==> src/rtl/cp0Pkg.sv <==
//********************
// shared CP0 constants, register addresses and the exception flag type
// referenced by scoped name from the RTL and the testbench
//********************
package cp0Pkg;

    //********************
    // register addresses
    //********************
    localparam logic [4:0] regBadVAddr = 5'd8;
    localparam logic [4:0] regCount    = 5'd9;
    localparam logic [4:0] regCompare  = 5'd11;
    localparam logic [4:0] regStatus   = 5'd12;
    localparam logic [4:0] regCause    = 5'd13;
    localparam logic [4:0] regEpc      = 5'd14;
    localparam logic [4:0] regPrId     = 5'd15;
    localparam logic [4:0] regConfig   = 5'd16;

    //********************
    // ExcCode values
    //********************
    localparam logic [4:0] excInt  = 5'd0;   // interrupt
    localparam logic [4:0] excAdEL = 5'd4;   // address error, load or fetch
    localparam logic [4:0] excAdES = 5'd5;   // address error, store
    localparam logic [4:0] excSys  = 5'd8;   // syscall
    localparam logic [4:0] excBp   = 5'd9;   // breakpoint
    localparam logic [4:0] excRi   = 5'd10;  // reserved instruction
    localparam logic [4:0] excOv   = 5'd12;  // arithmetic overflow

    //********************
    // field positions
    //********************
    localparam int statusIe     = 0;
    localparam int statusExl    = 1;
    localparam int statusIm     = 8;   // IM7..IM0 at 15:8
    localparam int causeIp      = 8;   // IP7..IP0 at 15:8
    localparam int causeExcCode = 2;   // 6:2
    localparam int causeBd      = 31;

    // CU0 only, kernel mode, interrupts off
    localparam logic [31:0] statusReset = 32'h1000_0000;

    // software IP1..IP0 (9:8), WP (22) and IV (23)
    localparam logic [31:0] causeWriteMask = 32'h00C0_0300;

    // general exception entry point
    localparam logic [31:0] excVector = 32'hBFC0_0380;

    // one bit per pipeline exception source, valid for a single cycle
    typedef struct packed {
        logic adel;   // address error on load or fetch
        logic ades;   // address error on store
        logic ri;     // reserved instruction
        logic ov;     // overflow
        logic sys;    // syscall
        logic bp;     // break
        logic eret;   // exception return
    } excFlags_t;

endpackage

==> src/rtl/cp0ExcIf.sv <==
//********************
// one arbitrated exception record, arbiter to CP0 register file
//********************
`timescale 1ns/1ps

interface cp0ExcIf;

    logic        valid;        // record present this cycle
    logic [4:0]  code;         // ExcCode
    logic        isEret;       // return, not an entry
    logic [31:0] pc;           // faulting instruction PC
    logic        inDelaySlot;
    logic [31:0] badVAddr;
    logic        hasBadAddr;   // address error, load BadVAddr

    // combinational, consumed on the next edge
    modport src (
        output valid, code, isEret, pc, inDelaySlot, badVAddr, hasBadAddr
    );

    modport sink (
        input valid, code, isEret, pc, inDelaySlot, badVAddr, hasBadAddr
    );

endinterface

==> src/rtl/excArbiter.sv <==
//********************
// picks one exception out of the pipeline flags and pending interrupts
// order is interrupt, adel, ri, ov, sys, bp, ades, eret
//********************
`timescale 1ns/1ps

module excArbiter (
    input  cp0Pkg::excFlags_t exc_i,
    input  logic [31:0]       pc_i,
    input  logic              inDelaySlot_i,
    input  logic [31:0]       badVAddr_i,
    input  logic [31:0]       status_i,
    input  logic [31:0]       cause_i,
    cp0ExcIf.src              excOut
);

    logic [7:0] ipMasked;
    logic       intEnabled;
    logic       intPending;

    assign ipMasked   = cause_i[cp0Pkg::causeIp +: 8] & status_i[cp0Pkg::statusIm +: 8];
    assign intEnabled = status_i[cp0Pkg::statusIe] & ~status_i[cp0Pkg::statusExl];
    assign intPending = (|ipMasked) & intEnabled;

    // the faulting context passes straight through
    assign excOut.pc          = pc_i;
    assign excOut.inDelaySlot = inDelaySlot_i;
    assign excOut.badVAddr    = badVAddr_i;

    always_comb begin
        excOut.valid      = 1'b0;
        excOut.code       = cp0Pkg::excInt;
        excOut.isEret     = 1'b0;
        excOut.hasBadAddr = 1'b0;

        if (intPending) begin
            excOut.valid = 1'b1;               // code stays excInt
        end else if (exc_i.adel) begin
            excOut.valid      = 1'b1;
            excOut.code       = cp0Pkg::excAdEL;
            excOut.hasBadAddr = 1'b1;
        end else if (exc_i.ri) begin
            excOut.valid = 1'b1;
            excOut.code  = cp0Pkg::excRi;
        end else if (exc_i.ov) begin
            excOut.valid = 1'b1;
            excOut.code  = cp0Pkg::excOv;
        end else if (exc_i.sys) begin
            excOut.valid = 1'b1;
            excOut.code  = cp0Pkg::excSys;
        end else if (exc_i.bp) begin
            excOut.valid = 1'b1;
            excOut.code  = cp0Pkg::excBp;
        end else if (exc_i.ades) begin
            excOut.valid      = 1'b1;
            excOut.code       = cp0Pkg::excAdES;
            excOut.hasBadAddr = 1'b1;
        end else if (exc_i.eret) begin
            excOut.valid  = 1'b1;                // redirect to EPC
            excOut.isEret = 1'b1;
        end
    end

endmodule

==> src/rtl/cp0Timer.sv <==
//********************
// Count and Compare with the sticky timer interrupt
//********************
`timescale 1ns/1ps

module cp0Timer (
    input  logic        clk,
    input  logic        rst,
    input  logic        wrEn_i,
    input  logic [4:0]  wrAddr_i,
    input  logic [31:0] wrData_i,
    output logic [31:0] count_o,
    output logic [31:0] compare_o,
    output logic        timerInt_o
);

    logic wrCount;
    logic wrCompare;
    logic match;

    assign wrCount   = wrEn_i && (wrAddr_i == cp0Pkg::regCount);
    assign wrCompare = wrEn_i && (wrAddr_i == cp0Pkg::regCompare);
    assign match     = (compare_o != 32'd0) && (count_o == compare_o);

    always_ff @(posedge clk) begin
        if (!rst) begin
            count_o    <= 32'd0;
            compare_o  <= 32'd0;
            timerInt_o <= 1'b0;
        end else begin
            // a write to Count wins over the increment
            if (wrCount) begin
                count_o <= wrData_i;
            end else begin
                count_o <= count_o + 32'd1;
            end

            if (match) begin
                timerInt_o <= 1'b1;      // sticky
            end

            // writing Compare acknowledges the interrupt
            if (wrCompare) begin
                compare_o  <= wrData_i;
                timerInt_o <= 1'b0;
            end
        end
    end

    //********************
    // checks
    //********************
    // a rise comes only from a match against a nonzero Compare
    assert property (@(posedge clk) disable iff (!rst)
        $rose(timerInt_o) |-> ($past(compare_o) != 32'd0) && (compare_o != 32'd0))
        else $error("timer interrupt rose while Compare was zero");

endmodule

==> src/rtl/cp0RegFile.sv <==
//********************
// Status, Cause, EPC and BadVAddr with exception entry and return
// also holds the register read mux and drives the pipeline redirect
//********************
`timescale 1ns/1ps

module cp0RegFile #(
    parameter logic [31:0] prIdValue   = 32'h0000_4220,
    parameter logic [31:0] configValue = 32'h0000_8000
) (
    input  logic        clk,
    input  logic        rst,

    // write port, one cycle
    input  logic        wrEn_i,
    input  logic [4:0]  wrAddr_i,
    input  logic [31:0] wrData_i,

    // read port, combinational
    input  logic [4:0]  rdAddr_i,
    output logic [31:0] rdData_o,

    input  logic [5:0]  hwInt_i,
    input  logic [31:0] count_i,
    input  logic [31:0] compare_i,
    input  logic        timerInt_i,

    cp0ExcIf.sink       excIn,

    output logic [31:0] status_o,
    output logic [31:0] cause_o,
    output logic [31:0] epc_o,
    output logic        redirect_o,
    output logic [31:0] redirectPc_o
);

    logic [31:0] statusQ;
    logic [31:0] causeQ;
    logic [31:0] epcQ;
    logic [31:0] badVAddrQ;

    logic        excEntry;
    logic        excReturn;
    logic [31:0] epcNext;
    logic [5:0]  hwIp;

    assign excEntry  = excIn.valid && !excIn.isEret;
    assign excReturn = excIn.valid && excIn.isEret;

    // delay-slot faults restart at the branch
    assign epcNext = excIn.inDelaySlot ? (excIn.pc - 32'd4) : excIn.pc;

    // IP7 is shared with the timer
    assign hwIp = {hwInt_i[5] | timerInt_i, hwInt_i[4:0]};

    //********************
    // register update
    //********************
    always_ff @(posedge clk) begin
        if (!rst) begin
            statusQ   <= cp0Pkg::statusReset;
            causeQ    <= 32'd0;
            epcQ      <= 32'd0;
            badVAddrQ <= 32'd0;
        end else begin
            // software writes first, exception update overrides below
            if (wrEn_i) begin
                case (wrAddr_i)
                    cp0Pkg::regStatus: statusQ <= wrData_i;
                    cp0Pkg::regCause: begin
                        causeQ <= (causeQ & ~cp0Pkg::causeWriteMask)
                                | (wrData_i & cp0Pkg::causeWriteMask);
                    end
                    cp0Pkg::regEpc:    epcQ <= wrData_i;
                    default: ;          // BadVAddr is read-only
                endcase
            end

            // IP7..IP2 sampled every cycle, not writable
            causeQ[cp0Pkg::causeIp + 2 +: 6] <= hwIp;

            if (excEntry) begin
                statusQ[cp0Pkg::statusExl]       <= 1'b1;
                causeQ[cp0Pkg::causeExcCode +: 5] <= excIn.code;
                // nested exception keeps the first EPC and BD
                if (!statusQ[cp0Pkg::statusExl]) begin
                    epcQ                   <= epcNext;
                    causeQ[cp0Pkg::causeBd] <= excIn.inDelaySlot;
                end
                if (excIn.hasBadAddr) begin
                    badVAddrQ <= excIn.badVAddr;
                end
            end else if (excReturn) begin
                statusQ[cp0Pkg::statusExl] <= 1'b0;
            end
        end
    end

    //********************
    // read mux
    //********************
    always_comb begin
        case (rdAddr_i)
            cp0Pkg::regBadVAddr: rdData_o = badVAddrQ;
            cp0Pkg::regCount:    rdData_o = count_i;
            cp0Pkg::regCompare:  rdData_o = compare_i;
            cp0Pkg::regStatus:   rdData_o = statusQ;
            cp0Pkg::regCause:    rdData_o = causeQ;
            cp0Pkg::regEpc:      rdData_o = epcQ;
            cp0Pkg::regPrId:     rdData_o = prIdValue;
            cp0Pkg::regConfig:   rdData_o = configValue;
            default:             rdData_o = 32'd0;   // unimplemented
        endcase
    end

    assign status_o = statusQ;
    assign cause_o  = causeQ;
    assign epc_o    = epcQ;

    // eret goes back to EPC, everything else to the fixed vector
    assign redirect_o   = excIn.valid;
    assign redirectPc_o = excIn.isEret ? epcQ : cp0Pkg::excVector;

    //********************
    // checks
    //********************
    // every redirect leaves EXL set after an entry and clear after an eret
    assert property (@(posedge clk) disable iff (!rst)
        redirect_o |=> (statusQ[cp0Pkg::statusExl] == !$past(excIn.isEret)))
        else $error("EXL does not follow the redirect taken");

endmodule

==> src/rtl/cp0Top.sv <==
//********************
// CP0 top level, arbiter, timer and register file wired together
//********************
`timescale 1ns/1ps

module cp0Top #(
    parameter logic [31:0] prIdValue   = 32'h0000_4220,
    parameter logic [31:0] configValue = 32'h0000_8000
) (
    input  logic              clk,
    input  logic              rst,
    input  logic              wrEn_i,
    input  logic [4:0]        wrAddr_i,
    input  logic [31:0]       wrData_i,
    input  logic [4:0]        rdAddr_i,
    output logic [31:0]       rdData_o,
    input  cp0Pkg::excFlags_t exc_i,
    input  logic [31:0]       pc_i,
    input  logic              inDelaySlot_i,
    input  logic [31:0]       badVAddr_i,
    input  logic [5:0]        hwInt_i,
    output logic              redirect_o,
    output logic [31:0]       redirectPc_o,
    output logic              timerInt_o,
    output logic [31:0]       status_o,
    output logic [31:0]       cause_o,
    output logic [31:0]       epc_o
);

    logic [31:0] count;
    logic [31:0] compare;

    cp0ExcIf excBus ();

    excArbiter i_arbiter (
        .exc_i         (exc_i),
        .pc_i          (pc_i),
        .inDelaySlot_i (inDelaySlot_i),
        .badVAddr_i    (badVAddr_i),
        .status_i      (status_o),   // registered, no loop
        .cause_i       (cause_o),
        .excOut        (excBus.src)
    );

    cp0Timer i_timer (
        .clk        (clk),
        .rst        (rst),
        .wrEn_i     (wrEn_i),
        .wrAddr_i   (wrAddr_i),
        .wrData_i   (wrData_i),
        .count_o    (count),
        .compare_o  (compare),
        .timerInt_o (timerInt_o)
    );

    cp0RegFile #(
        .prIdValue   (prIdValue),
        .configValue (configValue)
    ) i_regFile (
        .clk          (clk),
        .rst          (rst),
        .wrEn_i       (wrEn_i),
        .wrAddr_i     (wrAddr_i),
        .wrData_i     (wrData_i),
        .rdAddr_i     (rdAddr_i),
        .rdData_o     (rdData_o),
        .hwInt_i      (hwInt_i),
        .count_i      (count),
        .compare_i    (compare),
        .timerInt_i   (timerInt_o),
        .excIn        (excBus.sink),
        .status_o     (status_o),
        .cause_o      (cause_o),
        .epc_o        (epc_o),
        .redirect_o   (redirect_o),
        .redirectPc_o (redirectPc_o)
    );

endmodule

==> config.mk <==
export PLATFORM = sky130hd
export DESIGN_NAME = cp0Top
export DESIGN_NICKNAME = d
export VERILOG_FILES = /design/src/rtl/cp0Pkg.sv /design/src/rtl/cp0ExcIf.sv /design/src/rtl/excArbiter.sv /design/src/rtl/cp0Timer.sv /design/src/rtl/cp0RegFile.sv /design/src/rtl/cp0Top.sv
export SDC_FILE = /design/constraint.sdc
export NUM_CORES = 1
export LEC_CHECK = 0
export BUFFER_PORTS_ARGS = -buffer_cell sky130_fd_sc_hd__buf_2
export CAP_MARGIN = 20
export CORE_ASPECT_RATIO = 1.4
export CORE_MARGIN = 8
export CORE_UTILIZATION = 56
export DETAILED_ROUTE_END_ITERATION = 8
export PLACE_DENSITY = 0.93
export SYNTH_ARGS = -nofsm -noshare
export SYNTH_HDL_FRONTEND = slang
export SYNTH_SLANG_ARGS = --single-unit
==> constraint.sdc <==
create_clock -name clk -period 4.5 [get_ports clk]
set_input_delay 0 -clock clk [delete_from_list [all_inputs] [get_ports clk]]
set_output_delay 0 -clock clk [all_outputs]
set_load 0.05 [all_outputs]
==> flow_summary_export.csv <==
group,metric,value,unit
final_layout,regArea,3520,um^2
yosys,ys_seq_area_frac,0.374,
final_layout,multiInputGateArea,5520,um^2
critical_path,start_kind,"register",
drt,firstDrtPassIters,7,
die,core_area,16600,um^2
pwr,ir_drop,268,uV
global_route,grt.total_usage,0.384,
critical_path,cp-end-kind,"output port",
final_layout,drive_gt1_frac,0.225,
global_route,grt_pass1_vias,10900,
worst_hold_path,hold_path_depth,4,
critical_path,required,4.50,ns
placement,dp_hpwl,27200,um
yosys,async_flop_share,0,
timing,hold_viol,0,
placement,io_buffers,267,
timing,final.min_clock_period,3.22,ns
cts,worstSkewPairLatency,0.44,ns
cts,clock_path_buffers,2,
final_layout,finish.instance_area,12600,um^2
status,status,"completed",
final_layout,nFillCells,1049,
drt,ant_nets,0,
critical_path,reg2regPathDepth,6,
final_layout,mostFrequentLayoutCells,"267 x buf_2, 176 x dfxtp_1, 175 x nand2_1, 112 x dlygate4sd3_1, 100 x a21oi_1",
drt,wl_met1,13900,um
critical_path,cp.depth,6,
final_layout,final_common_cell,"buf_2",
yosys,ys_types,51,
die,rows,56,
die,dieArea,21300,um^2
critical_path,worstSetupPathType,"reg -> out",
cts,numCtsBuffers,17,
drt,via_per_inst,6.57,
yosys,ys_ff_latch,176,
global_route,grt_max_degree,66,
final_layout,layout.nets,1620,
yosys,syn_inst,1169,
die,fp.dieH,170,um
critical_path,max_stage_delay,0.87,ns
timing,rsz0062_at_grt,"no",
cts,clk_pin_slew,0.07,ns
timing,skew,0.00904,ns
critical_path,crit_arrival,3.22,ns
yosys,netlist_area,9430,um^2
global_route,antenna_found_initial,3,
drt,vias,11200,
die,die_w,126,um
critical_path,cp_max_fo,32,
drt,wl_met2,19400,um
drt,routed_wl,42500,um
critical_path,regToRegEndpoint,"i_regFile.badVAddrQ[27]$_SDFFE_PN0P_",
placement,gp_congestion,0.995,
critical_path,r2r_slack,2.08,ns
final_layout,area_delta_synth_final,33.4,%
worst_hold_path,min_to,"i_regFile.epc_o[5]$_SDFF_PN0_",
cts,cts_tree,"yes",
timing,tns,0,ns
final_layout,final_util,0.758,
die,top_level_ports,285,
worst_hold_path,hp-class,"in -> reg",
drt,drt_iter0_markers,1827,
yosys,synth_edf_count,0,
critical_path,slowest_stage,"and3_1",
critical_path,rr_startpoint,"i_regFile.cause_o[9]$_SDFFE_PN0P_",
drt,wl_per_cell,24.8,um
drt,wl_met3,5430,um
drt,drc,0,
yosys,ys.flop_type,"dfxtp_1",
pwr,pwr_density_cell,308,nW/um^2
job,maxCapViolations,0,
cts,cts_root_buf,"clkbuf_16",
timing,slew_headroom,0.261,
die,initial_utilization,0.568,
yosys,yosysWarnings,0,
drt,highest_layer,"met5",
placement,dpl_cell_area,10800,um^2
critical_path,path_cells,"a22oi_1, a41oi_1, nor2_1, and3_1, and2_1, buf_2",
timing,worstMarginPinSlew,1.10,ns
yosys,avgSynthCellArea,8.07,um^2
worst_hold_path,min_from,"pc_i[5]",
critical_path,critPathTopFamily,"simple AND/OR/NAND/NOR gates",
timing,period_share,0.715,
timing,fmax,0.311,GHz
global_route,grt_pass1_wl,64000,um
pwr,p_leak,5.24,nW
global_route,overflow,0,
timing,slew_viol_final,0,
cts,cts_htree_levels,4,
cts,cts_resized,0,
critical_path,path_buf_inv,1,
timing,setup-violations-final,0,
cts,clkSinkCount,176,
-- cell usage after synthesis (all sizes together), types with 2 or more instances --
cell / number / area share
dfxtp: 176 / 0.37
nand2: 175 / 0.070
a21oi: 100 / 0.053
nor2: 85 / 0.034
a22oi: 73 / 0.058
clkbuf: 69 / 0.027
mux2i: 69 / 0.073
nand3: 46 / 0.024
xnor2: 43 / 0.040
xor2: 43 / 0.040
buf: 38 / 0.024
a211oi: 27 / 0.021
and2: 27 / 0.018
nand4: 25 / 0.017
o21ai: 24 / 0.013
nor4: 23 / 0.020
nor3: 22 / 0.012
nand2b: 16 / 0.011
o21a: 15 / 0.012
or3: 11 / 0.0076
and3: 9 / 0.0060
nand3b: 5 / 0.0040
o211a: 5 / 0.0053
a31oi: 4 / 0.0027
and4: 4 / 0.0037
inv: 4 / 0.0016
or4: 4 / 0.0040
nor2b: 3 / 0.0020
nor3b: 3 / 0.0024
a221oi: 2 / 0.0019
a222oi: 2 / 0.0021
ha: 2 / 0.0027
o21bai: 2 / 0.0016
o31ai: 2 / 0.0016
or2: 2 / 0.0013
-- through the flow --
step,cells,total power [W],setup slack [ns],hold WS (ns)
2_1_floorplan,1185,0.00205,2.45,0.116
5_1_grt,1711,0.00396,1.14,0.0500
3_3_place_gp,1561,0.00224,2.07,0.234
4_1_cts,1705,0.00382,1.63,0.00511
3_5_place_dp,1562,0.00225,1.98,0.214
6_report,1712,0.00388,1.28,0.0452
-- worst reg2reg max path, delay by kind of cell, from the launching register on --
kind	cells	cell delay [ns]
simple gates	2	0.41
buf+inv	1	0.52
mux	1	0.33
compound gates	2	0.69
flops	1	0.34
-- logic make-up after synthesis --
group / after synthesis / synth area share
simple gates: 464 / 0.241
compound gates: 260 / 0.176
flops: 176 / 0.374
buf+inv: 111 / 0.0531
xor+xnor: 86 / 0.0799
mux: 69 / 0.0732
fa+ha+maj: 2 / 0.00265
other cells: 1 / 0.000398
-- sequential cells by signal (all words and copies together) (netlist names) --
signal / cells
i_regFile.badVAddrQ: 32
i_regFile.status_o: 32
i_timer.compare_o: 32
i_timer.count_o: 32
i_regFile.epc_o: 32
i_regFile.cause_o: 15
i_timer.timerInt_o: 1
-- worst max-delay path by stage --
stage	endpoint	slack (ns)	startpoint
after global routing	redirectPc_o[13]	1.14	i_regFile.cause_o[9]$_SDFFE_PN0P_
after floorplan	redirectPc_o[22]	2.45	i_regFile.status_o[14]$_SDFFE_PN0P_
after CTS	redirectPc_o[20]	1.63	i_regFile.cause_o[9]$_SDFFE_PN0P_
final	redirectPc_o[13]	1.28	i_regFile.cause_o[9]$_SDFFE_PN0P_
after global placement	i_regFile.cause_o[31]$_SDFFE_PN0P_	2.07	i_regFile.cause_o[9]$_SDFFE_PN0P_
after detailed placement	i_regFile.epc_o[9]$_SDFF_PN0_	1.98	i_regFile.cause_o[9]$_SDFFE_PN0P_
-- metal layers --
metal / vias up / GRT usage
li1: 4759 / -
met1: 5119 / 0.422
met2: 1070 / 0.622
met3: 289 / 0.111
met4: 6 / 0.291
met5: - / 0
-- where the power goes --
| group | internal [W] | switching, W | total (W) |
|---|---|---|---|
| Combinational | 0.000225 | 0.000416 | 0.000642 |
| Sequential | 0.00161 | 0.0000786 | 0.00169 |
| Clock | 0.000889 | 0.000656 | 0.00155 |
-- cell type report --
type | count | area share
Antenna cell | 1 | 0.000199
Clock buffer | 19 | 0.0352
Timing Repair Buffer | 398 | 0.211
Multi-Input combinational cell | 898 | 0.439
Sequential cell | 176 | 0.280
Clock inverter | 13 | 0.0129
Inverter | 4 | 0.00139
Tap cell | 203 | 0.0202
-- timing repair --
item,in CTS,in global routing
endpoints found under the hold margin,165,1
hold buffers,111,1
setup buffers,0,0
Power figures use the tool's default switching activity.
